==> src/common/soc_consts.svh <==
`ifndef SOC_CONSTS_SVH
`define SOC_CONSTS_SVH

// data ram, 32-bit words
`define RAM_BASE           64'h0000_0000_0000_1000
`define RAM_WORDS          1024
`define RAM_INDEX_W        10

// read-only key code register
`define KEY_ADDR           64'h0000_0000_0000_0F00

// plic, priority of id n at base + 4*n
`define PLIC_BASE          64'h0000_0000_0C00_0000
`define PLIC_PENDING       (`PLIC_BASE + 64'h1000)

// enable word per context
`define PLIC_ENABLE        (`PLIC_BASE + 64'h2000)
`define PLIC_CTX_EN_STRIDE 64'h80

// threshold and claim per context
`define PLIC_THRESHOLD     (`PLIC_BASE + 64'h20_0000)
`define PLIC_CLAIM         (`PLIC_THRESHOLD + 64'h4)
`define PLIC_CTX_STRIDE    64'h1000

// id 0 is reserved for no interrupt
`define PLIC_SOURCES       6

`endif

==> src/common/soc_pkg.sv <==
package soc_pkg;

    // 64-bit address and data as the core sees the bus
    typedef logic [63:0] bus_word_t;

    // one word of the data ram
    typedef logic [31:0] ram_word_t;

    // load/store type from the core
    // stores reuse 000 to 011 as sb, sh, sw and sd
    typedef enum logic [2:0] {
        ls_lb  = 3'b000,
        ls_lh  = 3'b001,
        ls_lw  = 3'b010,
        ls_ld  = 3'b011,
        ls_lbu = 3'b100,
        ls_lhu = 3'b101,
        ls_lwu = 3'b110
    } ls_type_e;

    // decoded bus target
    typedef enum logic [3:0] {
        rgn_ram,
        rgn_key,
        rgn_plic_prio,
        rgn_plic_pend,
        rgn_plic_en0,
        rgn_plic_en1,
        rgn_plic_thr0,
        rgn_plic_thr1,
        rgn_plic_claim0,
        rgn_plic_claim1,
        rgn_none
    } region_e;

    // plic priority or threshold level
    typedef logic [2:0] prio_t;

    // plic source id, 0 means no source
    typedef logic [2:0] src_id_t;

endpackage

==> src/plic/plic_arbiter.sv <==
`timescale 1ns/100ps
`include "soc_consts.svh"

module plic_arbiter import soc_pkg::*; #(
    parameter int SOURCES = `PLIC_SOURCES
) (
    input  prio_t [SOURCES-1:0] prio,
    input  logic  [SOURCES-1:0] pending,
    input  logic  [SOURCES-1:0] enable,
    input  prio_t               threshold,
    output src_id_t             claim_id
);

    prio_t max_prio;

    // strict compare, the lowest id wins a tie
    always_comb begin
        max_prio = threshold;
        claim_id = '0;
        // id 0 never claims
        for (int i = 1; i < SOURCES; i++) begin
            if (pending[i] && enable[i] && prio[i] > max_prio) begin
                max_prio = prio[i];
                claim_id = src_id_t'(i);
            end
        end
        assert (claim_id < SOURCES);
    end

endmodule

==> config.mk <==
export PLATFORM = sky130hd
export DESIGN_NAME = plic_arbiter
export DESIGN_NICKNAME = d
export VERILOG_FILES = /design/src/common/soc_pkg.sv /design/src/plic/plic_arbiter.sv
export VERILOG_INCLUDE_DIRS = /design/src /design/src/common
export SDC_FILE = /design/constraint.sdc
export NUM_CORES = 1
export LEC_CHECK = 0
export BUFFER_PORTS_ARGS = -buffer_cell sky130_fd_sc_hd__buf_2
export CORE_ASPECT_RATIO = 0.9
export CORE_MARGIN = 10
export CORE_UTILIZATION = 35
export DETAILED_ROUTE_END_ITERATION = 10
export PLACE_DENSITY = 0.67
export SLEW_MARGIN = 20
export SYNTH_ARGS = -nofsm -noshare
export SYNTH_HDL_FRONTEND = slang
export SYNTH_SLANG_ARGS = --single-unit
==> constraint.sdc <==
create_clock -name vclk -period 15
set_clock_uncertainty 0.05 [all_clocks]
set_input_delay 2.25 -clock vclk [all_inputs]
set_output_delay 2.25 -clock vclk [all_outputs]
set_load 0.02 [all_outputs]
After elaboration in Yosys (flattened, before gate mapping)
Index checks and enable logic that the tools add are counted.
Operators by class
  $lt $le $gt $ge: 5
  multiplexer cells: 9
  reduce and logical (&&, ||, !) cells: 10
Operators by type and width (count)
  3-bit 2-to-1 mux: 8
  3-bit greater-than comparator: 5
  1-bit logical AND: 10
  1-bit 2-to-1 mux: 1
Storage, ports and cells
  register bits after elaboration: 0
  bits of input ports: 33
  output and inout port bits: 3
  logic and storage cells: 24

Longest topological paths before layout
  depth after elaboration: 15
  mapped depth: 36
  gate-level depth less buffers: 36

Least setup slack after synthesis
Ideal clock, no wire load.
  path type: input -> output
  start point: in threshold[1]
  end point: out claim_id[1]
  data arrival time: 8.018 ns
  required time: 12.700 ns
  path slack: 4.682 ns
  cell stages on the path: 34
  buffers on the path: 0
  cell sequence: inv_1 -> ha_1 -> nor2b_4 -> o311a_2 -> nand2_1 -> nand2_1 -> o21ai_0 -> ha_1 -> nor2_1 -> nor2_1 -> or4_1 -> o311a_2 -> maj3_2 -> o32ai_2 -> inv_1 -> ha_1 -> or2_2 -> o21ai_0 -> o221ai_1 -> o221ai_1 -> nand2_1 -> mux2i_1 -> ha_1 -> nor2b_1 -> o21ai_0 -> nand2b_1 -> and4_1 -> o21a_1 -> ha_1 -> nor2b_1 -> o21a_1 -> o2111ai_1 -> nand2_1 -> a21oi_1
Between the ends
  cells in the longest elaborated chain, start to end: 15
  elaborated cells on any way between the ends: 18
  classes of those cells: 5 x order compare; 8 x mux; 5 x reduce/logical
RTL lines
  from (decl): RTL line plic_arbiter.sv:10  | input prio_t threshold,
  3-bit greater-than comparator: RTL line plic_arbiter.sv:22  | if (pending[i] && enable[i] && prio[i] > max_prio) begin
  1-bit logical AND: RTL line plic_arbiter.sv:22
  3-bit 2-to-1 mux *: RTL line plic_arbiter.sv:22
  3-bit greater-than comparator: RTL line plic_arbiter.sv:22
  1-bit logical AND: RTL line plic_arbiter.sv:22
  3-bit 2-to-1 mux: RTL line plic_arbiter.sv:22
  3-bit greater-than comparator: RTL line plic_arbiter.sv:22
  1-bit logical AND: RTL line plic_arbiter.sv:22
  3-bit 2-to-1 mux: RTL line plic_arbiter.sv:22
  3-bit greater-than comparator: RTL line plic_arbiter.sv:22
  1-bit logical AND: RTL line plic_arbiter.sv:22
  3-bit 2-to-1 mux: RTL line plic_arbiter.sv:22
  3-bit greater-than comparator: RTL line plic_arbiter.sv:22
  1-bit logical AND: RTL line plic_arbiter.sv:22
  3-bit 2-to-1 mux *: RTL line plic_arbiter.sv:22
  to (decl): RTL line plic_arbiter.sv:11  | output src_id_t claim_id
Mark *: on every way between the ends. The rest lies on a longest branch, timed or not.

Worst setup path in the final report
Ends and elaborated chain as after synthesis.

==> impl_metrics.py <==
metrics = {
    "outcome": {
        "status": "finished clean",
    },
    "yosys": {
        "synth_common_cells": "ha_1, inv_1, nand2_1",
        "synth-xor-area-share": 0,
        "synth_warnings": 0,
        "netlist_area_um2": 614,
        "syn_inst": 88,
        "synth_top_cells_by_area": "ha_1, inv_1, nand2_1",
        "synth_compound_area_frac": 0.395,
        "synthesis.nets": 132,
        "synth_mux_area_frac": 0.0326,
        "synth_seq_area_share": 0,
        "yosys.area.top_type": "ha_1",
        "synth-simple-area-share": 0.269,
        "synth.avg_cell_area_um2": 6.98,
        "synth_top_area_share": 0.224,
        "synth_top_family_by_area": "compound AO/OA/AOI/OAI gates",
        "synth_fa_ha_area_frac": 0.242,
        "synth.most_common_cell": "ha_1",
        "ys_types": 30,
    },
    "finish": {
        "fillers": 170,
        "regArea_um2": 0,
        "clock_buffers": 0,
        "layout-drive-gt1-share": 0.328,
        "multiInputGateArea_um2": 577,
        "seq_cells": 0,
        "diodes": 0,
        "fin_nets": 165,
        "syn_to_final_growth_pct": 30.1,
    },
    "place": {
        "pre_cts_ws_ns": 4.18,
        "portBuffers": 31,
        "gp_congestion": 0.800,
        "place_hpwl_um": 1620,
    },
    "critical_path": {
        "crit_arrival_ns": 8.52,
        "worstPathRequired_ns": 12.70,
        "crit_path_max_fanout": 7,
        "crit_top_cell": "ha_1",
        "critPathKind": "in2out",
        "cpPeakStageDelay_ns": 0.39,
        "cp-start-kind": "primary input",
        "cpMaxStageDelayCell": "or4_1",
        "endpoint_kind": "output port",
    },
    "timing": {
        "rsz0062_at_grt": "false",
        "setup_viol": 0,
        "max_slew_margin": 0.759,
        "tns_ns": 0,
        "post-route-min-period_ns": 10.82,
        "hold_viol_final": 0,
        "worst_pin_slew_ns": 0.357,
        "fin_ws_ns": 4.18,
        "slew_viol_final": 0,
        "layout_worst_path_cycle_share": 0.721,
        "timing.fmax_mhz": 92.4,
    },
    "grt": {
        "grt_overflow": 0,
        "antenna_found_initial": 0,
        "grt_max_degree": 8,
        "grt_use_total": 0.0825,
        "grt_pass1_vias": 698,
        "grt_pass1_wl_um": 2790,
    },
    "die": {
        "start_util": 0.369,
        "die_w_um": 64.2,
        "coreArea_um2": 1660,
        "fp.dieArea_um2": 3830,
        "io_pins": 36,
        "dieHeight_um": 59.7,
        "rows": 14,
    },
    "clock_tree": {
        "hold_buffers": 0,
        "post-cts-setup-buffers": 0,
        "cts_resized": 0,
    },
    "drt": {
        "wl_per_cell_um": 12.4,
        "first_pass_iters": 4,
        "vias": 770,
        "routed_wl_um": 1770,
        "initialDrtViolationCount": 15,
        "ant_nets": 0,
        "vias_per_cell": 5.38,
        "drcViolationCount": 0,
    },
    "min_path": {
        "min_to": "claim_id[2]",
        "holdPathStages": 4,
        "hold_path_class": "in2out",
        "holdCritStartpoint": "pending[5]",
    },
    "pwr": {
        "ir_drop_mv": 0.0247,
        "power_density_nw_per_um2": 40.0,
        "p_leak_nw": 0.422,
    },
    "run": {
        "maxCapViolCount": 0,
    },
}
## where the power goes
part | internal, W | leakage (nW) | switching, W
clock network | 0 | 0 | 0
logic | 0.0000147 | 0.422 | 0.0000173
registers | 0 | 0 | 0
## routing by layer
layer | up-vias | routed length (um) | track usage
met3 | 0 | 88 | 0.0168
met1 | 347 | 803 | 0.0974
met4 | 0 | 0 | 0.00610
li1 | 408 | - | -
met5 | - | 0 | 0
met2 | 15 | 876 | 0.156
## worst max-delay path: cells and delay by family
kind / cells / cell delay, ns
AO/OA/AOI/OAI: 13 / 2.16
adder cells (fa/ha/maj): 6 / 1.55
buffers and inverters: 4 / 0.41
multiplexers: 1 / 0.15
AND/OR/NAND/NOR: 13 / 1.97
## how the worst max path moves through the flow
stage,endpoint,depth (start not counted),startpoint,slack (ns)
2_1_floorplan,claim_id[1],34,threshold[1],4.68
3_3_place_gp,claim_id[1],37,threshold[1],4.22
3_5_place_dp,claim_id[1],37,threshold[1],4.18
4_1_cts,claim_id[1],37,threshold[1],4.15
5_1_grt,claim_id[1],36,threshold[2],3.58
6_report,claim_id[1],37,threshold[1],4.18
## metrics by stage
stage / utilization / cells / hold slack, ns / instance area (um^2) / power (W)
2_1_floorplan: - / 88 / 4.67 / 614 / 0.0000223
3_3_place_gp: 0.480 / 143 / 4.87 / 800 / 0.0000312
3_5_place_dp: 0.480 / 143 / 4.87 / 800 / 0.0000321
4_1_cts: 0.480 / 143 / 4.87 / 800 / 0.0000323
5_1_grt: 0.480 / 143 / 4.93 / 800 / 0.0000364
6_report: 0.480 / 143 / 4.87 / 800 / 0.0000320
## kinds of logic (layout without fill, tap and decap cells)
| logic type | count (synthesis) | count (layout) |
|---|---|---|
| AOI/OAI and AO/OA | 32 | 32 |
| adders and majority gates | 12 | 12 |
| buffers and inverters | 10 | 41 |
| muxes | 2 | 2 |
| and+or+nand+nor | 32 | 32 |
## area by class of cell
cell class	instances	share of cell area
timing repair buffer	31	0.194
multi-input combinational	78	0.721
tap	24	0.0376
inverter	10	0.0469
## layout by cell type, fill, tap and decap left out, types with 2 or more instances in the layout
master | Yosys | final
buf_2 | 0 | 31
o221ai_1 | 3 | 3
mux2i_1 | 2 | 2
o21ai_0 | 4 | 4
nand2_1 | 10 | 10
ha_1 | 11 | 11
a31oi_1 | 3 | 3
o311a_2 | 2 | 2
a21oi_1 | 5 | 5
nand3_1 | 6 | 6
nor2b_1 | 2 | 2
nor2_1 | 7 | 7
inv_1 | 10 | 10
o22ai_1 | 3 | 3
o21a_1 | 4 | 4
Power figures use the tool's default switching activity.
