<file path="config.mk">
export PLATFORM = sky130hd
export DESIGN_NAME = ram_port
export DESIGN_NICKNAME = d
export VERILOG_FILES = /design/src/common/soc_pkg.sv /design/src/memory/ram_port.sv
export VERILOG_INCLUDE_DIRS = /design/src /design/src/common
export SDC_FILE = /design/constraint.sdc
export NUM_CORES = 1
export LEC_CHECK = 0
export ABC_AREA = 1
export BUFFER_PORTS_ARGS = -buffer_cell sky130_fd_sc_hd__buf_2
export CORE_ASPECT_RATIO = 1.4
export CORE_MARGIN = 10
export CORE_UTILIZATION = 27
export DETAILED_ROUTE_END_ITERATION = 10
export MAX_ROUTING_LAYER = met4
export PLACE_DENSITY = 0.59
export SLEW_MARGIN = 10
export SYNTH_ARGS = -nofsm -noshare
export SYNTH_HDL_FRONTEND = slang
export SYNTH_SLANG_ARGS = --single-unit
</file>
<file path="constraint.sdc">
create_clock -name CLOCK_50 -period 5.6 [get_ports CLOCK_50]
set_input_delay 0.84 -clock CLOCK_50 [delete_from_list [all_inputs] [get_ports CLOCK_50]]
set_output_delay 0.84 -clock CLOCK_50 [all_outputs]
set_load 0.05 [all_outputs]
</file>
<file path="src/common/soc_consts.svh">
`ifndef SOC_CONSTS_SVH
`define SOC_CONSTS_SVH

// data ram, 32-bit words
`define RAM_BASE           64'h0000_0000_0000_1000
`define RAM_WORDS          1024
`define RAM_INDEX_W        10

// read-only key code register
`define KEY_ADDR           64'h0000_0000_0000_0F00

// plic, priority of id n at base + 4*n
`define PLIC_BASE          64'h0000_0000_0C00_0000
`define PLIC_PENDING       (`PLIC_BASE + 64'h1000)

// enable word per context
`define PLIC_ENABLE        (`PLIC_BASE + 64'h2000)
`define PLIC_CTX_EN_STRIDE 64'h80

// threshold and claim per context
`define PLIC_THRESHOLD     (`PLIC_BASE + 64'h20_0000)
`define PLIC_CLAIM         (`PLIC_THRESHOLD + 64'h4)
`define PLIC_CTX_STRIDE    64'h1000

// id 0 is reserved for no interrupt
`define PLIC_SOURCES       6

`endif

</file>
<file path="src/common/soc_pkg.sv">
package soc_pkg;

    // 64-bit address and data as the core sees the bus
    typedef logic [63:0] bus_word_t;

    // one word of the data ram
    typedef logic [31:0] ram_word_t;

    // load/store type from the core
    // stores reuse 000 to 011 as sb, sh, sw and sd
    typedef enum logic [2:0] {
        ls_lb  = 3'b000,
        ls_lh  = 3'b001,
        ls_lw  = 3'b010,
        ls_ld  = 3'b011,
        ls_lbu = 3'b100,
        ls_lhu = 3'b101,
        ls_lwu = 3'b110
    } ls_type_e;

    // decoded bus target
    typedef enum logic [3:0] {
        rgn_ram,
        rgn_key,
        rgn_plic_prio,
        rgn_plic_pend,
        rgn_plic_en0,
        rgn_plic_en1,
        rgn_plic_thr0,
        rgn_plic_thr1,
        rgn_plic_claim0,
        rgn_plic_claim1,
        rgn_none
    } region_e;

    // plic priority or threshold level
    typedef logic [2:0] prio_t;

    // plic source id, 0 means no source
    typedef logic [2:0] src_id_t;

endpackage

</file>
<file path="src/memory/ram_port.sv">
`timescale 1ns/100ps
`include "soc_consts.svh"

module ram_port import soc_pkg::*; (
    input  logic                     CLOCK_50,
    input  logic                     KEY0,
    input  logic                     ram_start,
    input  logic                     ram_write,
    input  ls_type_e                 ls_type,
    input  logic [`RAM_INDEX_W-1:0]  ram_index,
    input  logic [1:0]               byte_offset,
    input  bus_word_t                write_data,
    input  ram_word_t                ram_rdata,
    output logic                     ram_finish,
    output bus_word_t                load_data,
    output logic [`RAM_INDEX_W-1:0]  ram_addr,
    output logic [3:0]               ram_be,
    output ram_word_t                ram_wdata
);

    logic      is_double;
    logic      beat;
    logic      addr_step;
    ram_word_t lo_word;

    assign is_double  = (ls_type == ls_ld);
    // single beats end at once, ld/sd on the second beat
    assign ram_finish = ram_start && (!is_double || beat);

    // ld looks ahead one word so the high half is read by beat 1
    // sd steps only on beat 1
    assign addr_step = beat || (ram_start && is_double && !ram_write);
    assign ram_addr  = ram_index + {{(`RAM_INDEX_W-1){1'b0}}, addr_step};

    always_ff @(posedge CLOCK_50 or negedge KEY0) begin
        if (!KEY0) begin
            beat <= 1'b0;
        end else if (ram_start && is_double) begin
            beat <= !beat;
        end
    end

    // low half of ld
    always_ff @(posedge CLOCK_50) begin
        if (ram_start && !ram_write && is_double && !beat)
            lo_word <= ram_rdata;
    end

    // lane steering for stores
    always_comb begin
        ram_be    = 4'b0000;
        ram_wdata = write_data[31:0];
        if (ram_start && ram_write) begin
            case (ls_type)
                // sb, byte copied to every lane
                ls_lb: begin
                    ram_be    = 4'b0001 << byte_offset;
                    ram_wdata = {4{write_data[7:0]}};
                end
                // sh, low or high half
                ls_lh: begin
                    ram_be    = byte_offset[1] ? 4'b1100 : 4'b0011;
                    ram_wdata = {2{write_data[15:0]}};
                end
                // sw
                ls_lw: ram_be = 4'b1111;
                // sd, low word then high word
                ls_ld: begin
                    ram_be    = 4'b1111;
                    ram_wdata = beat ? write_data[63:32] : write_data[31:0];
                end
                default: ram_be = 4'b0000;
            endcase
        end
    end

    // loads shift right by 8*offset with zero fill
    assign load_data = is_double ? {ram_rdata, lo_word}
                                 : {32'd0, ram_rdata >> {byte_offset, 3'b000}};

    // halfword stores stay inside one word
    assert property (@(posedge CLOCK_50) disable iff (!KEY0)
        (ram_start && ram_write && ls_type == ls_lh) |-> !byte_offset[0]);

endmodule

</file>
== Word level (Yosys, flattened, before mapping) ==
Cells that the tools add are included.
Cells by class
  equal/unequal tests: 3
  shift-type cells: 2
  add/subtract/negate cells: 1
  reductions and logical operators: 14
  multiplexer cells: 7
Operators by type and width (count)
  32-bit case mux with 3 select lines: 1
  32-bit two-way mux: 2
  64-bit two-way mux: 1
  32-bit by 5-bit >> shifter with 32-bit output: 1
  4-bit case mux with 3 select lines: 1
  10-bit by 1-bit adder with 10-bit output: 1
  4-bit two-way mux: 2
  1-bit logical AND: 7
  3-bit by 2-bit == test with 1-bit output, second input constant: 2
  1-bit by 2-bit << shifter with 4-bit output, first input constant: 1
  3-bit by 1-bit == test with 1-bit output, second input constant: 1
  1-bit logical NOT: 3
  3-bit logical NOT: 1
  1-bit logical OR: 2
  2-bit OR reduction: 1
Storage, ports and cells
  output and inout port bits: 111
  input bits: 115
  bits in registers: 33
  word-level logic and storage cells: 29

== Depth between registers and ports, before layout ==
  depth after elaboration: 5
  mapped depth: 12
  gate-level depth less buffers: 12

== Worst setup path after synthesis ==
No wires, ideal clock.
  kind: input port to output port
  start point: input port ls_type[0]
  end point: output port ram_addr[6]
  arrival time: 2.851 ns
  buffers on the path: 0
  setup slack: 1.909 ns
  stages on the path: 11
  path through: nand2_1 nor2_4 nand2_1 or2_1 nand2_1 ha_1 ha_1 nand3_1 nor2_1 a21oi_1 nor2_1
On the way
  word-level cells in the longest chain between the ends: 5
RTL lines
  start, declared: line ram_port.sv:9  | input ls_type_e ls_type,
  3-bit by 2-bit == test with 1-bit output: line ram_port.sv:26  | assign is_double = (ls_type == ls_ld);
  1-bit logical AND (2 in a row): line ram_port.sv:32  | assign addr_step = beat || (ram_start && is_double && !ram_write);
  1-bit logical OR: line ram_port.sv:32
  10-bit by 1-bit adder with 10-bit output: line ram_port.sv:33  | assign ram_addr = ram_index + {{(`RAM_INDEX_W-1){1'b0}}, addr_step};
  end, declared: line ram_port.sv:16  | output logic [`RAM_INDEX_W-1:0] ram_addr,
No other way between the ends.

== Worst setup path in the final report ==
  start point: input port ls_type[2]
  end point: output port load_data[26]
On the way
  word-level cells in the longest chain between the ends: 2
RTL lines
  3-bit by 2-bit == test with 1-bit output: line ram_port.sv:26
  64-bit two-way mux: line ram_port.sv:78  | assign load_data = is_double ? {ram_rdata, lo_word}
  end, declared: line ram_port.sv:15  | output bus_word_t load_data,
No other way between the ends.

==> flow_summary_export.csv <==
group,metric,value,unit
pwr,clockPowerShare,26.7,%
worst_setup_path,path_class,"in -> out",
global_routing,track_usage,16.7,%
floorplanning,io_pins,226,
pwr,power.density,250,nW/µm²
clock_tree,cts_inserted_buffers,5,
pwr,switching_power,0.570,mW
synthesis,synth_top_area_share,31.5,%
pwr,switching_share,47.3,%
synthesis,ys_top_cells_by_area,"nand2_1, edfxtp_1, nor2_1, o21ai_0, inv_1",
pwr,power_frac_comb,50.0,%
outcome,status,"finished, final reports clean",
synthesis,ys_seq_area_share,28.4,%
sta,min_period,3.79,ns
pwr,power_frac_seq,23.3,%
cells_and_area,final_common_cell,"nand2_1",
pwr,p_leak,2.73,nW
global_routing,met2_usage,29.4,%
synthesis,synth_ff_type,"edfxtp_1",
clock_tree,clkSinkCount,33,
route,ant_nets,0,
pwr,p_total,1.20,mW
clock_tree,tritoncts,"built",
clock_tree,holdBufCountCts,0,
sta,slew_headroom,46.8,%
synthesis,synth_cell_types,26,
synthesis,synth_nets,738,
placement,placed_cells,968,
cells_and_area,area_growth,38.9,%
route,wl_per_cell,15.7,µm
placement,place_congestion,0.871,
hold_path,hold_path.class,"in -> async",
sta,fin_skew,0.00652,ns
job,drv_cap,0,
global_routing,grt_max_degree,52,
sta,layout_setup_ws,1.81,ns
synthesis,syn_inst,621,
synthesis,synth_area,3470,µm²
global_routing,antenna_found_initial,0,
synthesis,synth_area_per_cell,5.58,µm²
placement,pre_cts_ws,1.74,ns
worst_setup_path,cp.required,4.76,ns
floorplanning,start_util,27.9,%
sta,rsz0062_at_grt,"false",
synthesis,async_reset_ff_share,3.03,%
floorplanning,dieArea,17800,µm²
sta,tightest_slew,0.797,ns
global_routing,gr-usage-met3,4.28,%
sta,report.final.slew_viol_count,0,
worst_setup_path,critPathMaxFanout,51,
floorplanning,die_x,116,µm
sta,layout_worst_path_cycle_share,67.7,%
sta,hold_viol,0,
route,drc_errors,0,
route,dr_total_vias,4529,
global_routing,met1_usage,17.9,%
cells_and_area,drive_gt1_share,30.1,%
floorplanning,core-area,12400,µm²
clock_tree,h-tree-depth,2,
global_routing,overflow,0,
cells_and_area,nets,942,
route,viasPerCell,4.64,
synthesis,ys_ff_latch,33,
pwr,ir_worst_vdd,0.000189,V
global_routing,grt_pass1_vias,4518,
global_routing,grt_pass1_wl,23400,µm
clock_tree,clkSlewWorstSetupHoldPaths,0.06,ns
worst_setup_path,crit_path_end_kind,"primary output",
placement,dp_hpwl,12200,µm
global_routing,busiest_layer,"met2",
placement,io_buffers,225,
clock_tree,cts_setup_buffers,0,
route,drtIter0Drc,359,
route,wirelength,15300,µm
floorplanning,num_rows,48,
cells_and_area,mostFrequentLayoutCells,"nand2_1, buf_2, nor2_1, o21ai_0, inv_1",
cells_and_area,stdcell_count,976,
route,drt_pre_antenna_iters,6,
clock_tree,cts-root-buf,"clkbuf_16",
pwr,p_int,0.634,mW
clock_tree,cts_resized,0,
worst_setup_path,critPathLaunchType,"input pin",
cells_and_area,diodes,0,
synthesis,yosysWarnings,0,
floorplanning,die_h,154,µm
sta,setup_viol,0,
sta,max_freq,0.264,GHz
clock_tree,clock_path_buffers,2,
cells_and_area,final_util,38.7,%
sta,tns,0,ns
worst_setup_path,cp.arrival,2.95,ns
synthesis,yosysTopAreaCell,"nand2_1",
clock_tree,clk_latency,0.28,ns
synthesis,synth_edf_count,32,
stage by stage:
step	hold slack (ns)	cell area, µm²
floorplan	0.544	3470
global placement	0.615	4640
detailed placement	0.616	4640
CTS	0.316	4810
global route	0.317	4810
finish	0.318	4810
routing by layer:
metal	vias up	part of all wire, %
met1	1983	39
met5	-	0
li1	2352	-
met2	175	50
met4	0	2.0
met3	19	9.0
synthesized netlist by cell type (all sizes together), types with 2 or more instances:
| library cell | count |
|---|---|
| buf | 25 |
| clkbuf | 8 |
| edfxtp | 32 |
| ha | 2 |
| inv | 42 |
| nand2 | 291 |
| nand3 | 26 |
| nand4 | 10 |
| nor2 | 117 |
| o211ai | 3 |
| o21ai | 53 |
| xnor2 | 2 |
| xor2 | 4 |
power by group through the flow:
stage	combinational (mW)	clock, mW	sequential (mW)
after floorplan	0.440	0	0.285
after global placement	0.609	0	0.285
after detailed placement	0.608	0	0.285
after CTS	0.611	0.327	0.280
after global routing	0.659	0.339	0.281
final	0.602	0.322	0.280
cell families (layout without fill, tap and decap cells):
logic type / after synthesis / after routing / synth area share (%)
xor gates and xnor gates: 6 / 6 / 1.52
adders and majority gates: 2 / 2 / 0.722
DFF: 33 / 33 / 28.4
buffers and inverters: 76 / 281 / 9.78
and+or+nand+nor: 446 / 446 / 50.8
AOI/OAI and AO/OA: 58 / 58 / 8.77
flip-flops by register name, indices dropped and copies added, names as in the netlist:
| name | flops |
|---|---|
| lo_word | 32 |
| beat | 1 |
critical path: stages:
cell	delay, ns
buf_2	0.14
inv_2	0.11
nand3_2	0.41
buf_4	0.54
nand2_1	0.34
o21ai_0	0.25
buf_2	0.29
worst paths after layout:
path	startpoint	slack, ns	to	depth (start not counted)
max in group asynchronous	KEY0	5.20	beat	1
min in group CLOCK_50	ram_rdata[3]	0.74	lo_word[3]	1
worst min register to register	beat	1.13	beat	3
worst max-delay path	ls_type[2]	1.81	load_data[26]	7
worst min-delay path	KEY0	0.32	beat	1
worst max register to register	beat	4.07	lo_word[28]	3
cell type report:
type,count,area [µm²]
clock buffers,5,125
repair buffers,230,1160
well taps,150,188
flip-flops and latches,33,986
clock inverters,3,46.3
fillers,1455,7620
inverters,43,161
multi-input cells,512,2140
Note: power is estimated with default switching activity, not from simulation.
