===== config.mk =====
export PLATFORM = sky130hd
export DESIGN_NAME = addr_decoder
export DESIGN_NICKNAME = d
export VERILOG_FILES = /design/src/common/soc_pkg.sv /design/src/addr_decoder.sv
export VERILOG_INCLUDE_DIRS = /design/src /design/src/common
export SDC_FILE = /design/constraint.sdc
export NUM_CORES = 1
export LEC_CHECK = 0
export ABC_AREA = 1
export BUFFER_PORTS_ARGS = -buffer_cell sky130_fd_sc_hd__buf_4
export CAP_MARGIN = 20
export CORE_MARGIN = 3
export CORE_UTILIZATION = 37
export DETAILED_ROUTE_END_ITERATION = 6
export GPL_TIMING_DRIVEN = 0
export PLACE_DENSITY = 0.95
export SLEW_MARGIN = 20
export SYNTH_ARGS = -nofsm -noshare
export SYNTH_HDL_FRONTEND = slang
export SYNTH_SLANG_ARGS = --single-unit

===== constraint.sdc =====
create_clock -name vclk -period 2.1
set_input_delay 0.21 -clock vclk [all_inputs]
set_output_delay 0.21 -clock vclk [all_outputs]
set_load 0.05 [all_outputs]

===== src/common/soc_consts.svh =====
`ifndef SOC_CONSTS_SVH
`define SOC_CONSTS_SVH

// data ram, 32-bit words
`define RAM_BASE           64'h0000_0000_0000_1000
`define RAM_WORDS          1024
`define RAM_INDEX_W        10

// read-only key code register
`define KEY_ADDR           64'h0000_0000_0000_0F00

// plic, priority of id n at base + 4*n
`define PLIC_BASE          64'h0000_0000_0C00_0000
`define PLIC_PENDING       (`PLIC_BASE + 64'h1000)

// enable word per context
`define PLIC_ENABLE        (`PLIC_BASE + 64'h2000)
`define PLIC_CTX_EN_STRIDE 64'h80

// threshold and claim per context
`define PLIC_THRESHOLD     (`PLIC_BASE + 64'h20_0000)
`define PLIC_CLAIM         (`PLIC_THRESHOLD + 64'h4)
`define PLIC_CTX_STRIDE    64'h1000

// id 0 is reserved for no interrupt
`define PLIC_SOURCES       6

`endif


===== src/common/soc_pkg.sv =====
package soc_pkg;

    // 64-bit address and data as the core sees the bus
    typedef logic [63:0] bus_word_t;

    // one word of the data ram
    typedef logic [31:0] ram_word_t;

    // load/store type from the core
    // stores reuse 000 to 011 as sb, sh, sw and sd
    typedef enum logic [2:0] {
        ls_lb  = 3'b000,
        ls_lh  = 3'b001,
        ls_lw  = 3'b010,
        ls_ld  = 3'b011,
        ls_lbu = 3'b100,
        ls_lhu = 3'b101,
        ls_lwu = 3'b110
    } ls_type_e;

    // decoded bus target
    typedef enum logic [3:0] {
        rgn_ram,
        rgn_key,
        rgn_plic_prio,
        rgn_plic_pend,
        rgn_plic_en0,
        rgn_plic_en1,
        rgn_plic_thr0,
        rgn_plic_thr1,
        rgn_plic_claim0,
        rgn_plic_claim1,
        rgn_none
    } region_e;

    // plic priority or threshold level
    typedef logic [2:0] prio_t;

    // plic source id, 0 means no source
    typedef logic [2:0] src_id_t;

endpackage


===== src/addr_decoder.sv =====
`timescale 1ns/100ps
`include "soc_consts.svh"

module addr_decoder import soc_pkg::*; (
    input  bus_word_t                bus_address,
    output region_e                  region,
    output logic [`RAM_INDEX_W-1:0]  ram_index,
    output src_id_t                  plic_src
);

    bus_word_t ram_off;
    bus_word_t plic_off;

    // offsets inside the ram and the priority block
    assign ram_off  = bus_address - `RAM_BASE;
    assign plic_off = bus_address - `PLIC_BASE;

    // word index, byte offset dropped
    assign ram_index = ram_off[`RAM_INDEX_W+1:2];
    // priority word offset / 4
    assign plic_src  = plic_off[4:2];

    always_comb begin
        region = rgn_none;
        if (bus_address >= `RAM_BASE &&
            bus_address < `RAM_BASE + 64'(4 * `RAM_WORDS))
            region = rgn_ram;
        else if (bus_address == `KEY_ADDR)
            region = rgn_key;
        // one priority word per source, id 0 included
        else if (bus_address >= `PLIC_BASE &&
                 bus_address < `PLIC_BASE + 64'(4 * `PLIC_SOURCES))
            region = rgn_plic_prio;
        else if (bus_address == `PLIC_PENDING)
            region = rgn_plic_pend;
        else if (bus_address == `PLIC_ENABLE)
            region = rgn_plic_en0;
        else if (bus_address == `PLIC_ENABLE + `PLIC_CTX_EN_STRIDE)
            region = rgn_plic_en1;
        else if (bus_address == `PLIC_THRESHOLD)
            region = rgn_plic_thr0;
        else if (bus_address == `PLIC_THRESHOLD + `PLIC_CTX_STRIDE)
            region = rgn_plic_thr1;
        else if (bus_address == `PLIC_CLAIM)
            region = rgn_plic_claim0;
        else if (bus_address == `PLIC_CLAIM + `PLIC_CTX_STRIDE)
            region = rgn_plic_claim1;
    end

endmodule


# After elaboration in Yosys (flattened, before gate mapping)

Cells that the tools add are included.

Reductions and logical operators: 2
Mux-type cells: 10
Shifts and indexed selects: 0
Bitwise gates (word level): 0
Order comparisons: 4
Div/mod/pow operators: 0
$add $sub $neg: 2
Multipliers: 0
Equal/unequal tests: 8

Operator list:

| cell                                                          | count |
|---|---|
| equality test 64 x 28 -> 1 bit (second input constant)        | 7 |
| equality test 64 x 12 -> 1 bit (second input constant)        | 1 |
| >= comparator 64 x 13 -> 1 bit (second input constant)        | 1 |
| >= comparator 64 x 28 -> 1 bit (second input constant)        | 1 |
| less-than comparator 64 x 14 -> 1 bit (second input constant) | 1 |
| less-than comparator 64 x 28 -> 1 bit (second input constant) | 1 |
| two-way mux 4 bit                                             | 8 |
| subtractor 12 x 1 -> 12 bit (second input constant)           | 1 |
| subtractor 5 x 1 -> 5 bit (second input constant)             | 1 |
| two-way mux 2 bit                                             | 2 |
| logical AND 1 bit                                             | 2 |

Logic and storage cells: 26
Bits in read-only memories: 0
Input port bits: 64
Bits in writable memories: 0
Latch bits: 0
Register bits: 0
Memories: 0

# Depth between registers and ports, before layout

Gate-level depths: netlist of run 1.

Depth after elaboration: 11
Depth in mapped cells: 11
Mapped depth without buffers: 11

# Worst setup path before layout of run 1

OpenSTA, ideal clock, no wires.

Kind: in2out
Start: input port bus_address[11]
End: output port region[3]
Arrival: 1.606 ns
Slack: 0.284 ns
Cell stages on the path: 10
Path buffers: 0
Data required time: 1.890 ns
Path through: inv_1 > nand3_1 > inv_1 > nand2_1 > nor2_1 > nand3_1 > nand2_1 > inv_1 > nand2_2 > nor2_1

Longest elaborated chain between the ends: 9

RTL lines:

| what                                                                   | RTL line           | source |
|---|---|---|
| start, declared                                                        | addr_decoder.sv:5  | `input bus_word_t bus_address,` |
| branches (longest 8 deep; another with >= comparator 64 x 28 -> 1 bit) | -                  |  |
| two-way mux 4 bit (*)                                                  | addr_decoder.sv:25 | `` if (bus_address >= `RAM_BASE && `` |
| end, declared                                                          | addr_decoder.sv:6  | `output region_e region,` |

Mark *: on every way between the ends.

# Worst setup path after layout of run 1

Start: input port bus_address[25]
End: output port region[1]

Longest elaborated chain between the ends: 11

RTL lines:

| what                                     | RTL line           | source |
|---|---|---|
| equality test 64 x 28 -> 1 bit (no line) | -                  |  |
| two-way mux 2 bit                        | addr_decoder.sv:46 | `` else if (bus_address == `PLIC_CLAIM + `PLIC_CTX_STRIDE) `` |
| two-way mux 2 bit                        | addr_decoder.sv:44 | `` else if (bus_address == `PLIC_CLAIM) `` |
| two-way mux 4 bit                        | addr_decoder.sv:42 | `` else if (bus_address == `PLIC_THRESHOLD + `PLIC_CTX_STRIDE) `` |
| two-way mux 4 bit                        | addr_decoder.sv:40 | `` else if (bus_address == `PLIC_THRESHOLD) `` |
| two-way mux 4 bit                        | addr_decoder.sv:38 | `` else if (bus_address == `PLIC_ENABLE + `PLIC_CTX_EN_STRIDE) `` |
| two-way mux 4 bit                        | addr_decoder.sv:36 | `` else if (bus_address == `PLIC_ENABLE) `` |
| two-way mux 4 bit                        | addr_decoder.sv:34 | `` else if (bus_address == `PLIC_PENDING) `` |
| two-way mux 4 bit                        | addr_decoder.sv:31 | `` else if (bus_address >= `PLIC_BASE && `` |
| two-way mux 4 bit                        | addr_decoder.sv:28 | `` else if (bus_address == `KEY_ADDR) `` |
| two-way mux 4 bit (*)                    | addr_decoder.sv:25 |  |

Every way passes the cells marked *; elsewhere a longest branch is shown, timed or not.

==> results.yml, run 1 <==
grt:
  grt_pass1_wl_mm: 3.23
  grt_pass1_vias: 915
  gr-usage-all-layers: 0.185
  grt_overflow: 0
  grt_max_degree: 10
  antenna_found_initial: 0
sta:
  finalSetupViolCount: 0
  tightestPinTransition_ps: 284
  slew_headroom: 0.810
  tns_ps: 0
  finalHoldViolCount: 0
  fin_crit_sh: 0.787
  setup_ws_ps: 447
  maxSlewViolCount: 0
  fmaxAchievable_mhz: 605
  fin_crit_ps: 1650
  rsz0062_at_grt: "no"
worst_setup_path:
  cp-end-kind: "primary output"
  path_buf_inv: 3
  required_ps: 1890
  crit_fanout: 3
  crit_path_start_kind: "input port"
  path_cells: "buf_4 -> or2_1 -> nor2_1 -> nand3_1 -> inv_1 -> o2111ai_1 -> nand2_1 -> nor2_1 -> buf_4"
  critical-path-top-delay-family: "simple AND/OR/NAND/NOR gates"
  critPathSlowestCell: "or2_1"
  arrival_ps: 1440
  crit_type: "input port to primary output"
  slowest_delay_ps: 220
place:
  dp_slack_ps: 452
  placed_cell_area_um2: 1270
  numPortBuffers: 81
  place_hpwl_mm: 2.05
  place.gp.congestion: 0.820
synth:
  yosysSeqAreaShare: 0
  synth_fa_ha_area_frac: 0
  syn_avg_cell_area_um2: 4.62
  ys_warn_count: 0
  synth_area_leaders: "nor2_1 30%, nand2_1 18%, buf_4 15%"
  synth_most_common_cell: "nor2_1"
  synth_cell_types: 17
  synth_top_family_by_area: "simple AND/OR/NAND/NOR gates"
  netlist_top_cells_count: "51 x nor2_1, 31 x nand2_1, 17 x inv_1"
  synth_compound_gate_area_share: 0.0292
  yosysTopAreaCellShare: 0.298
  synth_area_um2: 642
  synthCells: 139
  synth_nets: 203
  synthSimpleGateAreaFrac: 0.719
  synthMuxAreaShare: 0
  synth-xor-area-share: 0
  yosysTopAreaCell: "nor2_1"
power:
  seqPwrFrac: 0
  switching_share: 0.448
  netSwitchingPower_uw: 96.7
  clkPwrFrac: 0
  vdd_drop_max_v: 0.000131
  intPower_uw: 119
  pwr_density_cell_nw_per_um2: 170
  leakage_nw: 0.712
  comb_power_share: 1.000
layout:
  diodes: 0
  seq_cells: 0
  drive_above_1_share: 0.455
  seqCellArea_um2: 0
  final_area_um2: 1270
  nClkBuffers: 0
  fin_nets: 286
  areaGrowthSynthToFinish_pct: 97.9
clock_network:
  cts_setup_buffers: 0
  holdBufCountCts: 0
  post_cts_resize_count: 0
floorplan:
  dieArea_um2: 2270
  die_w_um: 47.7
  initial_core_util: 0.407
  rows: 14
  core_um2: 1580
  die_h_um: 47.7
  io_pins: 81
routing:
  vias: 1079
  ant_nets: 0
  first_pass_iters: 4
  via_per_inst: 4.57
  drc_errors: 0
  drt_iter0_markers: 18
  wl_per_cell_um: 9.31
  routed_wl_mm: 2.20
worst_hold_path:
  hold_path_class: "input port to primary output"
status:
  status: "finished, final reports clean"
job:
  max_cap_violations: 0
logic make-up (layout without fill, tap and decap cells):
family          Yosys count  count (layout)
compound gates            3               3
buf+inv                  30             111
simple gates            106             106
power by group through the flow:
| stage | registers (mW) | logic [mW] | clock network [mW] |
|---|---|---|---|
| 2_1_floorplan | 0 | 0.0958 | 0 |
| 3_3_place_gp | 0 | 0.212 | 0 |
| 3_5_place_dp | 0 | 0.217 | 0 |
| 4_1_cts | 0 | 0.217 | 0 |
| 5_1_grt | 0 | 0.232 | 0 |
| 6_report | 0 | 0.216 | 0 |
worst min-delay path: stages:
cell,delay [ps]
buf_4,90
buf_4,90
buf_4,180
per-layer routing:
metal,GRT usage,wire length (um),vias up
li1,-,-,576
met1,0.229,774,449
met2,0.369,1200,54
met3,0.0113,223,0
met4,0,0,0
met5,0,0,-
placed cells by master, fill, tap and decap left out:
cell	count
buf_4	94
nor3_2	1
nand3_1	11
and3b_1	1
nor3_1	2
nand2_2	2
or2_1	1
nor3b_2	1
o21ai_1	2
o2111ai_1	1
nand4_1	1
nor2_4	1
nand2_1	31
nand3b_1	2
nor2_2	1
nor2_1	51
inv_1	17
metrics by stage:
stage	total power [mW]	std cells	hold WS (ps)	utilization
4_1_cts	0.217	236	780	0.806
5_1_grt	0.232	236	786	0.806
2_1_floorplan	0.0958	139	587	-
3_5_place_dp	0.217	236	778	0.806
6_report	0.216	236	779	0.806
3_3_place_gp	0.212	236	776	0.806
area by class of cell:
| cell class | count | area (um^2) |
|---|---|---|
| buffer | 13 | 97.6 |
| fill | 124 | 307 |
| inverter | 17 | 63.8 |
| multi-input combinational | 109 | 480 |
| tap | 16 | 20.0 |
| timing repair buffer | 81 | 608 |
final timing paths:
| kind | startpoint | endpoint | cells after the start |
|---|---|---|---|
| max | bus_address[25] | region[1] | 9 |
| min | bus_address[6] | ram_index[4] | 3 |
No activity file was read; power rests on OpenSTA's default activity.
==> inputs of run 2 (changes only) <==
--- a/config.mk
+++ b/config.mk
@@ -10,10 +10,10 @@
 export BUFFER_PORTS_ARGS = -buffer_cell sky130_fd_sc_hd__buf_4
 export CAP_MARGIN = 20
 export CORE_MARGIN = 3
-export CORE_UTILIZATION = 37
+export CORE_UTILIZATION = 31
 export DETAILED_ROUTE_END_ITERATION = 6
 export GPL_TIMING_DRIVEN = 0
-export PLACE_DENSITY = 0.95
+export PLACE_DENSITY = 0.91
 export SLEW_MARGIN = 20
 export SYNTH_ARGS = -nofsm -noshare
 export SYNTH_HDL_FRONTEND = slang
==> constraint.sdc (replaced) <==
create_clock -name vclk -period 1.4
set_input_delay 0.14 -clock vclk [all_inputs]
set_output_delay 0.14 -clock vclk [all_outputs]
set_load 0.05 [all_outputs]
==> results.yml, run 2 (synthesis results as in run 1) <==
routing:
  via_per_inst: 4.46
  drc_errors: 0
  vias: 1105
  drt_iter0_markers: 4
  first_pass_iters: 4
  ant_nets: 0
  wl_per_cell_um: 11.0
  routed_wl_mm: 2.72
sta:
  finalHoldViolCount: 0
  setup_ws_ps: -101
  finalSetupViolCount: 4
  maxSlewViolCount: 0
  hold_ws_ps: 639
  fmaxAchievable_mhz: 666
  tightestPinTransition_ps: 211
  fin_crit_ps: 1500
  tns_ps: -271
  fin_crit_sh: 1.07
  slew_headroom: 0.859
  rsz0062_at_grt: "yes"
layout:
  seq_cells: 0
  drive_above_1_share: 0.592
  fin_nets: 289
  diodes: 0
  layout_common_cells: "75 x buf_4, 33 x nor2_1, 26 x nand2_1"
  final_common_cell: "buf_4"
  areaGrowthSynthToFinish_pct: 133
  fillers: 143
  seqCellArea_um2: 0
  nClkBuffers: 0
place:
  dp_slack_ps: -143
  place.gp.congestion: 0.875
  numPortBuffers: 81
  place_hpwl_mm: 1.98
grt:
  grt_max_degree: 6
  gr-usage-all-layers: 0.179
  grt_pass1_wl_mm: 3.78
  grt_overflow: 0
  antenna_found_initial: 0
  grt_pass1_vias: 1014
worst_setup_path:
  crit_fanout: 5
  crit_type: "input port to primary output"
  crit_path_start_kind: "input port"
  required_ps: 1260
  cp-end-kind: "primary output"
  arrival_ps: 1360
power:
  seqPwrFrac: 0
  power.total_uw: 370
  leakage_nw: 0.766
  clkPwrFrac: 0
  switching_share: 0.451
  comb_power_share: 1.000
  vdd_drop_max_v: 0.000190
  intPower_uw: 203
  netSwitchingPower_uw: 167
  pwr_density_cell_nw_per_um2: 248
worst_hold_path:
  hold_start: "bus_address[10]"
  hold_path_class: "input port to primary output"
  min_to: "ram_index[8]"
  min_path_cells: 3
floorplan:
  initial_core_util: 0.349
  io_pins: 81
  rows: 15
  die_w_um: 51.5
  die_h_um: 51.5
  core_um2: 1840
  dieArea_um2: 2650
status:
  status: "complete, but fails checks"
  violations: "negative setup slack"
job:
  max_cap_violations: 0
run 2: worst max-delay path by stage:
stage          cells past startpoint  slack (ps)         to             from
2_1_floorplan                     11          20  region[0]  bus_address[53]
3_3_place_gp                      12        -130  region[3]  bus_address[62]
3_5_place_dp                      12        -140  region[3]  bus_address[59]
4_1_cts                           12         -60  region[3]  bus_address[46]
5_1_grt                           12        -250  region[3]  bus_address[55]
6_report                          12        -100  region[3]  bus_address[55]
run 2: stage by stage:
step           cells  cell area [um^2]   util
3_3_place_gp     245              1290  0.702
2_1_floorplan    139               652      -
6_report         248              1500  0.813
4_1_cts          247              1400  0.763
5_1_grt          248              1500  0.813
3_5_place_dp     245              1290  0.702
run 2: critical path, stage by stage:
cell and delay [ps]:
buf_4 110, nor2_1 110, nand2_1 80, nor2_2 90, nand2_2 90, nor2_4 180, nand2_2 70, nor2_2 120
o21ai_1 90, nand2_1 100, nor2_4 50, buf_6 140
run 2: layer usage:
layer	share of wire	track usage	vias up	wire, um
met1	0.34	0.191	471	932
met4	0.0077	0.0131	0	21
met5	0	0	-	0
li1	-	-	589	-
met2	0.57	0.386	43	1540
met3	0.082	0.00860	2	223
run 2: layout make-up:
cell class | count | area, um^2 | area share
repair buffers | 83 | 706 | 0.472
inverters | 17 | 63.8 | 0.0427
plain buffers | 13 | 97.6 | 0.0653
multi-input cells | 110 | 597 | 0.399
well taps | 25 | 31.3 | 0.0209
run 2: power by group through the flow:
| stage | sequential, mW | combinational, mW | clock, mW |
|---|---|---|---|
| final | 0 | 0.370 | 0 |
| after global routing | 0 | 0.396 | 0 |
| after CTS | 0 | 0.344 | 0 |
| after detailed placement | 0 | 0.324 | 0 |
| after global placement | 0 | 0.319 | 0 |
| after floorplan | 0 | 0.144 | 0 |
run 2: what timing repair did:
action | CTS | global route
endpoints found under the hold margin | 0 | 0
pin swaps | 19 | 19
gates resized for setup | 29 | 25
hold buffers | 0 | 0
cloned | 1 | 0
buffers inserted | 1 | 1
setup endpoints to repair | 4 | 4
