--- src/common/soc_consts.svh ---
`ifndef SOC_CONSTS_SVH
`define SOC_CONSTS_SVH

// data ram, 32-bit words
`define RAM_BASE           64'h0000_0000_0000_1000
`define RAM_WORDS          1024
`define RAM_INDEX_W        10

// read-only key code register
`define KEY_ADDR           64'h0000_0000_0000_0F00

// plic, priority of id n at base + 4*n
`define PLIC_BASE          64'h0000_0000_0C00_0000
`define PLIC_PENDING       (`PLIC_BASE + 64'h1000)

// enable word per context
`define PLIC_ENABLE        (`PLIC_BASE + 64'h2000)
`define PLIC_CTX_EN_STRIDE 64'h80

// threshold and claim per context
`define PLIC_THRESHOLD     (`PLIC_BASE + 64'h20_0000)
`define PLIC_CLAIM         (`PLIC_THRESHOLD + 64'h4)
`define PLIC_CTX_STRIDE    64'h1000

// id 0 is reserved for no interrupt
`define PLIC_SOURCES       6

`endif

--- src/common/soc_pkg.sv ---
package soc_pkg;

    // 64-bit address and data as the core sees the bus
    typedef logic [63:0] bus_word_t;

    // one word of the data ram
    typedef logic [31:0] ram_word_t;

    // load/store type from the core
    // stores reuse 000 to 011 as sb, sh, sw and sd
    typedef enum logic [2:0] {
        ls_lb  = 3'b000,
        ls_lh  = 3'b001,
        ls_lw  = 3'b010,
        ls_ld  = 3'b011,
        ls_lbu = 3'b100,
        ls_lhu = 3'b101,
        ls_lwu = 3'b110
    } ls_type_e;

    // decoded bus target
    typedef enum logic [3:0] {
        rgn_ram,
        rgn_key,
        rgn_plic_prio,
        rgn_plic_pend,
        rgn_plic_en0,
        rgn_plic_en1,
        rgn_plic_thr0,
        rgn_plic_thr1,
        rgn_plic_claim0,
        rgn_plic_claim1,
        rgn_none
    } region_e;

    // plic priority or threshold level
    typedef logic [2:0] prio_t;

    // plic source id, 0 means no source
    typedef logic [2:0] src_id_t;

endpackage

--- src/plic/plic_regs.sv ---
`timescale 1ns/100ps
`include "soc_consts.svh"

module plic_regs import soc_pkg::*; (
    input  logic                          CLOCK_50,
    input  logic                          KEY0,
    input  logic                          reg_write,
    input  region_e                       region,
    input  src_id_t                       plic_src,
    input  bus_word_t                     write_data,
    input  logic [`PLIC_SOURCES-1:0]      irq_sources,
    output prio_t [`PLIC_SOURCES-1:0]     prio,
    output logic [`PLIC_SOURCES-1:0]      pending,
    output logic [`PLIC_SOURCES-1:0]      enable0,
    output logic [`PLIC_SOURCES-1:0]      enable1,
    output prio_t                         threshold0,
    output prio_t                         threshold1,
    output bus_word_t                     reg_rdata
);

    localparam int PAD = 64 - `PLIC_SOURCES;

    always_ff @(posedge CLOCK_50 or negedge KEY0) begin
        if (!KEY0) begin
            prio       <= '0;
            pending    <= '0;
            enable0    <= '0;
            enable1    <= '0;
            threshold0 <= '0;
            threshold1 <= '0;
        end else begin
            // level sources, sticky until reset
            pending <= pending | irq_sources;
            if (reg_write) begin
                case (region)
                    rgn_plic_prio: prio[plic_src] <= prio_t'(write_data[2:0]);
                    rgn_plic_en0:  enable0 <= write_data[`PLIC_SOURCES-1:0];
                    rgn_plic_en1:  enable1 <= write_data[`PLIC_SOURCES-1:0];
                    rgn_plic_thr0: threshold0 <= prio_t'(write_data[2:0]);
                    rgn_plic_thr1: threshold1 <= prio_t'(write_data[2:0]);
                    // pending and claim are not writable
                    default: ;
                endcase
            end
        end
    end

    // read side, claim comes from the arbiters
    always_comb begin
        case (region)
            rgn_plic_prio: reg_rdata = {61'd0, prio[plic_src]};
            rgn_plic_pend: reg_rdata = {{PAD{1'b0}}, pending};
            rgn_plic_en0:  reg_rdata = {{PAD{1'b0}}, enable0};
            rgn_plic_en1:  reg_rdata = {{PAD{1'b0}}, enable1};
            rgn_plic_thr0: reg_rdata = {61'd0, threshold0};
            rgn_plic_thr1: reg_rdata = {61'd0, threshold1};
            default:       reg_rdata = '0;
        endcase
    end

endmodule

--- config.mk ---
export PLATFORM = sky130hd
export DESIGN_NAME = plic_regs
export DESIGN_NICKNAME = d
export VERILOG_FILES = /design/src/common/soc_pkg.sv /design/src/plic/plic_regs.sv
export VERILOG_INCLUDE_DIRS = /design/src /design/src/common
export SDC_FILE = /design/constraint.sdc
export NUM_CORES = 1
export LEC_CHECK = 0
export BUFFER_PORTS_ARGS = -buffer_cell sky130_fd_sc_hd__buf_4
export CAP_MARGIN = 20
export CORE_MARGIN = 2
export CORE_UTILIZATION = 40
export DETAILED_ROUTE_END_ITERATION = 10
export GPL_ROUTABILITY_DRIVEN = 0
export GPL_TIMING_DRIVEN = 0
export PLACE_DENSITY = 0.93
export REMOVE_ABC_BUFFERS = 1
export SLEW_MARGIN = 30
export SYNTH_ARGS = -nofsm -noshare
export SYNTH_HDL_FRONTEND = slang
export SYNTH_SLANG_ARGS = --single-unit
--- constraint.sdc ---
create_clock -name CLOCK_50 -period 1.3 [get_ports CLOCK_50]
set_clock_uncertainty 0.1 [all_clocks]
set_input_delay 0.065 -clock CLOCK_50 [delete_from_list [all_inputs] [get_ports CLOCK_50]]
set_output_delay 0.065 -clock CLOCK_50 [all_outputs]
set_load 0.03 [all_outputs]
Yosys cells after proc, flatten, opt, wreduce, memory -nomap -nowiden
Index checks and enable logic that the tools add are counted.
- output and inout bits: 106
- bits of input ports: 80
- register bits after elaboration: 42
- logic and storage cells: 32
- order comparisons: 2
- equality and inequality tests: 6
- reduce and logical (&&, ||, !) cells: 6
- muxes and demuxes: 6
- bitwise logic cells: 1
- operators by type and width (cell ; count):
    6-bit case mux with 6 select lines ; 1
    18-bit bitwise mux ; 1
    4-bit by 3-bit equality test with 1-bit output, second input constant ; 4
    2-bit AND reduction ; 5
    3-bit binary-select mux with 3-bit select ; 1
    3-bit demux with 3-bit select ; 1
    4-bit by 2-bit equality test with 1-bit output, second input constant ; 2
    3-bit two-way mux ; 2
    6-bit bitwise OR ; 1
    3-bit by 4-bit less-than comparator with 1-bit output, second input constant ; 1
    3-bit by 1-bit >= comparator with 1-bit output, second input constant ; 1
    1-bit logical AND ; 1

Longest topological paths before layout
Gate-level depths: netlist of run 1.
- depth after elaboration: 5
- mapped depth: 4
- gate-level depth less buffers: 3

Worst setup path before layout of run 1
OpenSTA, ideal clock, no wires.
- path type: reg2out
- from: register prio[9] (netlist name)
- to: output port reg_rdata[0]
- setup slack: -0.243 ns
- required time: 1.135 ns
- path buffers: 0
- cell stages (with the launch flop): 4
- arrival: 1.378 ns
- cell sequence: dfrtp_1 > mux4_2 > a22oi_1 > o211ai_1
- cells in the longest elaborated chain, start to end: 3
- RTL lines (item ; RTL line ; RTL):
    start, declared ; plic_regs.sv:12 ; output prio_t [`PLIC_SOURCES-1:0] prio,
    start signal, assigned by index ; plic_regs.sv:36 ; rgn_plic_prio: prio[plic_src] <= prio_t'(write_data[2:0]);
    3-bit binary-select mux with 3-bit select ; plic_regs.sv:51 ; rgn_plic_prio: reg_rdata = {61'd0, prio[plic_src]};
    3-bit two-way mux (not written as such) ; plic_regs.sv:51 ;
    6-bit case mux with 6 select lines ; plic_regs.sv:50 ; case (region)
    end, declared ; plic_regs.sv:18 ; output bus_word_t reg_rdata
No other way between the ends. The select of a mux whose other input is x is not followed.

Worst setup path after layout of run 1
- from: register prio[11] (netlist name)
- to: output port reg_rdata[2]
Same word-level chain as after synthesis.

==> metrics.md, run 1 <==
| Metric | Value |
|---|---|
| Maximum clock path buffer count | 2 |
| Mux cell area share after synthesis | 0.213 |
| Initial antenna violation count | 0 |
| Mapped Cells | approximately 190 |
| Largest family of logic cells by synthesized area | multiplexers |
| Critical Path Fanout Max | 2 |
| Antenna diodes | 0 |
| Drt pass-1 iters | 4 |
| Via density | ~4.8 |
| Largest net degree at the start of global routing | between 40 and 50 |
| Final cell count without fillers | 360 |
| XOR/XNOR Fraction of Synth Area | 0 |
| Die area | approximately 6600 um2 |
| Yosys cell types | 24 |
| Setup WS post-layout | -498 ps |
| Worst vdd ir | about 0.84 mV |
| Adder-Cell Fraction of Synth Area | 0 |
| Gr ovfl total | 0 |
| Total wire length | 5.36 mm |
| Starting DRT DRC Count | slightly above 80 |
| All-Layer GR Usage | 0.169 |
| Violated checks | setup timing |
| CTS sink cnt | 42 |
| Dpl hpwl | around 3.9 mm |
| EDFF count, synth | 0 |
| Cell Pwr Density | 1240 nW/um2 |
| Routed wl met3 | around 360 um |
| Synth top area share | 0.441 |
| DR WL/cell | around 15 um |
| CTS tree | done |
| CTS buffer count | 5 |
| Sequential share of the synthesized area | 0.441 |
| Synth area leaders | dfrtp_1, mux2_2, buf_4, mux4_2, a222oi_1 |
| Lkg Pwr | roughly 1.5 nW |
| Simple-gate portion of the synthesized area | 0.0930 |
| I/O pins | between 150 and 200 |
| Highest metal used | met4 |
| Dpl ws | -254 ps |
| Max cap viols | 0 |
| Initial Util | 0.407 |
| Top post-synthesis cells by count | buf_4, dfrtp_1, mux2_2 |
| Most frequent cell after synthesis | buf_4 |
| Asr flop ratio synth | 1.00 |
| F_max | ~0.56 GHz |
| Met2 routed WL | 2.76 mm |
| CTS H-tree lvls | 2 |
| Max-slew violations | 0 |
| Crit path arrival time | 1630 ps |
| Post-DP Area | approximately 2800 um2 |
| Ys flop type | dfrtp_1 |
| Layout Utilization | 0.521 |
| Status | finished with violations |
| Worst slew pin tran | 528 ps |
| Die W | 81.2 um |
| Critical path class | reg -> out |
| Layout cells sized above 1 | 0.498 |
| Setup TNS | -1810 ps |
| Synth Area in Compound Gates | 0.0536 |
| Type of the tightest min-delay check | in -> reg |
| Relative slew slack | 0.648 |
| Placed cells | approximately 330 |
| Top cell type by total area after synthesis | dfrtp_1 |
| Vias in the first global route | roughly 1600 |
| YS warnings | 0 |
| Root buffer cell | clkbuf_8 |
| Worst Setup Start Kind | flip-flop |
| Synth Cell Area | 2380 um2 |
| Final nets | about 370 |
| Clk slew on worst S/H paths | approximately 80 ps |
| Layout area overhead | 28.0% |
| Overall die height | ~81 um |
| M1 WL | ~2.1 mm |
| Final setup fails | 6 |
| Fin crit period | 1800 ps |
| Finished Cell Area | just over 3000 um2 |
| WP data required | between 1000 and 1500 ps |
| # rows | 28 |
| Worst setup EP type | output port |
| Residual DRC | 0 |
| Worst-skew pair later-pin latency | approximately 290 ps |
| Filler cells | 507 |
| Final Hold Vio Count | 0 |
| Mean Syn Cell Area | about 12 um2 |
| Yosys reg bits | 42 |
| Core area | between 5000 and 6000 um2 |
| Crit share post-route | 1.38 |
| Port Buf Inserts | between 60 and 70 |
| Via Count | about 1700 |
| Final ANT Viol Nets | 0 |
| RSZ-0062 raised after global routing | yes |
| First-pass GRT wire length | approximately 8.2 mm |
[worst max-delay path, stage by stage (launching register included)]
cell and delay [ps]:
dfrtp_1 400, mux4_2 490, a22oi_2 160, o211ai_1 100, buf_4 190
[final cells by class]
class,count,area [um2],share of cell area
well taps,75,93.8,0.0308
inverters,4,15.0,0.00493
repair buffers,91,722,0.237
flip-flops and latches,42,1050,0.345
multi-input cells,141,1090,0.357
clock buffers,7,76.3,0.0251
[state kept, by name, summed over array words and instances, names as in the netlist]
register and flops:
prio 18, enable0 6, enable1 6, pending 6, threshold0 3, threshold1 3
[cells in the final DEF, fill, tap and decap left out, drive strengths merged]
cell type and n:
nor4b 2, conb 58, nand4b 3, dfrtp 42
nand4 3, buf 80, mux4 3, dlygate4sd3 11
nor2b 2, or2 6, o211ai 3, mux2 39
or4b 1, clkbuf 7, nor2 1, inv 4
a22oi 6, and4b 1, and4bb 3, a222oi 6
nand2 4
[routing by layer]
metal | GRT usage | vias up
met1 | 0.200 | 854
met5 | 0 | -
li1 | - | 763
met2 | 0.297 | 91
met4 | 0.0576 | 0
met3 | 0.0444 | 8
[cell families after synthesis]
group	count (synthesis)
other	1
AO/OA/AOI/OAI	15
AND/OR/NAND/NOR	26
multiplexers	42
flip-flops	42
buffers and inverters	67
[per-stage QoR]
step                total power [mW]  hold WS, ps
detailed placement              2.97        -20.6
floorplan                       2.46         -331
CTS                             3.80         2.41
global route                    3.97         18.1
global placement                2.94        -31.7
finish                          3.79         4.67
[power by group]
part | total [mW] | internal [mW] | switching, mW
logic | 1.39 | 0.514 | 0.879
registers | 1.62 | 1.48 | 0.136
clock network | 0.778 | 0.370 | 0.409
total | 3.79 | 2.37 | 1.42
[worst paths after layout]
kind,from,endpoint,slack (ps),cells past startpoint
worst min register to register,pending[1],pending[1],420,1
worst max register to register,prio[11],prio[11],160,3
worst max-delay path,prio[11],reg_rdata[2],-500,4
min in group asynchronous,KEY0,threshold0[2],200,2
max in group asynchronous,KEY0,prio[5],540,2
worst min-delay path,write_data[0],prio[15],5,2
[repair_timing]
item                                   CTS  global route
setup buffers                            9             2
gates resized for setup                  6             0
pin swaps                                4             3
endpoints found under the hold margin   58             0
setup endpoints to repair                6             6
hold buffers                            11             0
Note: power is estimated with default switching activity, not from simulation.
==> run 2: changes to the inputs <==
- MAX_ROUTING_LAYER: default -> met4
- clock period: 1.3 -> 2 ns (I/O delays scaled with it)
==> metrics.md, run 2 (same netlist as run 1, synthesis figures left out) <==
| Metric | Value |
|---|---|
| Status | complete, no violations |
| Layout cells sized above 1 | 0.469 |
| CTS sink cnt | 42 |
| Layout Utilization | 0.500 |
| Critical Path Fanout Max | 3 |
| Drt pass-1 iters | 4 |
| Setup TNS | 0 ps |
| Crit share post-route | 0.943 |
| Commonest non-fill, non-tap cell in the layout | buf_4 |
| Die area | ~6600 um2 |
| Register share of total power | 0.435 |
| Max reg flops | 18 |
| Layout area overhead | 23.0% |
| Port Buf Inserts | between 60 and 70 |
| Max cap viols | 0 |
| R2R setup slack | 1080 ps |
| Type of the tightest min-delay check | in -> reg |
| Worst setup EP type | output port |
| Post-CTS Setup Inserts | 0 |
| Hold Slack | 35.3 ps |
| Gr ovfl total | 0 |
| Starting DRT DRC Count | 58 |
| Max-slew violations | 0 |
| Root buffer cell | clkbuf_8 |
| Vias in the first global route | around 1600 |
| Antenna diodes | 0 |
| Final setup fails | 0 |
| # rows | 28 |
| Via Count | between 1500 and 2000 |
| Cell Pwr Density | a little over 800 nW/um2 |
| CTS resizes | 0 |
| CTS buffer count | 5 |
| Core area | between 5000 and 6000 um2 |
| Worst Setup Start Kind | flip-flop |
| Final Hold Vio Count | 0 |
| Largest net degree at the start of global routing | 43 |
| Comb pwr share | 0.359 |
| Maximum clock path buffer count | 2 |
| CTS H-tree lvls | 2 |
| Largest register by flop count | prio |
| Worst vdd ir | between 0.5 and 0.6 mV |
| Sw frac | 0.375 |
| Hold wc startpoint | write_data[2] |
| Highest metal used | met4 |
| NetSw | 0.912 mW |
| Most frequent cells in the layout | buf_4, conb_1, dfrtp_1 |
| Via density | 4.75 |
| WP data required | ~1800 ps |
| CTS tree | done |
| Reg area | roughly 1100 um2 |
| Total wire length | approximately 5 mm |
| Final nets | about 350 |
| First-pass GRT wire length | 7.94 mm |
| Reg2reg path depth | 1 |
| Overall die height | 81.2 um |
| Clk slew on worst S/H paths | 80 ps |
| Lkg Pwr | 1.46 nW |
| Int Pwr | about 1.5 mW |
| Met2 routed WL | 2.58 mm |
| Worst-skew pair later-pin latency | ~280 ps |
| Fin crit period | between 1500 and 2000 ps |
| Area occupied by multi-input gates | 1070 um2 |
| CP Launch Point | prio[9] |
| Initial antenna violation count | 0 |
| Hold endpoint | prio[17] |
| R2R Path Start | pending[2] |
| R2R Path End | pending[2] |
| Post-CTS Hold Buffers | 10 |
| Dpl hpwl | a little under 4 mm |
| I/O pins | between 150 and 200 |
| DR WL/cell | 14.8 um |
| All-Layer GR Usage | 0.168 |
| M1 WL | 2.17 mm |
| Clk network pwr share | 0.206 |
| Final ANT Viol Nets | 0 |
| RSZ-0062 raised after global routing | no |
| Crit path arrival time | around 1700 ps |
| Critical path class | reg -> out |
| Worst slew pin tran | 530 ps |
| Filler cells | 512 |
| Worst Hold Depth | 2 |
| Die W | 81.2 um |
| Relative slew slack | 0.647 |
| Residual DRC | 0 |
| Routed wl met3 | roughly 290 um |
| F_max | between 0.5 and 0.6 GHz |
| Initial Util | 0.407 |
[run 2: how the worst max path moves through the flow]
| stage | endpoint | slack (ps) | cells past startpoint |
|---|---|---|---|
| floorplan | reg_rdata[0] | 420 | 3 |
| finish | reg_rdata[0] | 110 | 4 |
| CTS | reg_rdata[0] | 90 | 4 |
| global placement | reg_rdata[1] | 430 | 4 |
| detailed placement | reg_rdata[0] | 410 | 4 |
| global route | reg_rdata[1] | 40 | 4 |
[run 2: routing by layer]
metal  vias to the layer above  GRT usage
met5                         -          -
met4                         0     0.0576
met3                         9     0.0344
met2                        90      0.283
met1                       817      0.201
li1                        738          -
[run 2: power by group through the flow]
| stage | Combinational (mW) | Clock (mW) | Sequential, mW |
|---|---|---|---|
| after detailed placement | 0.862 | 0 | 1.07 |
| after floorplan | 0.315 | 0 | 1.28 |
| final | 0.872 | 0.502 | 1.06 |
| after global placement | 0.851 | 0 | 1.06 |
| after CTS | 0.878 | 0.516 | 1.05 |
| after global routing | 0.926 | 0.545 | 1.07 |
[run 2: cell type report]
class	count	share of cell area
repair buffers	79	0.211
flip-flops and latches	42	0.359
multi-input cells	141	0.367
well taps	75	0.0321
inverters	4	0.00513
clock buffers	7	0.0261
[run 2: critical path: stages (launching register included)]
cell and delay [ps]:
dfrtp_1 400, mux4_2 480, a22oi_1 220, o211ai_1 120
buf_4 190
[run 2: through the flow]
stage               worst slack, ps  instances  instance area [um2]  power [mW]
floorplan                       422        187                 2140        1.60
global route                   43.2        348                 2930        2.54
CTS                            90.6        348                 2930        2.45
global placement                428        331                 2750        1.91
finish                          113        348                 2930        2.43
detailed placement              411        331                 2750        1.93
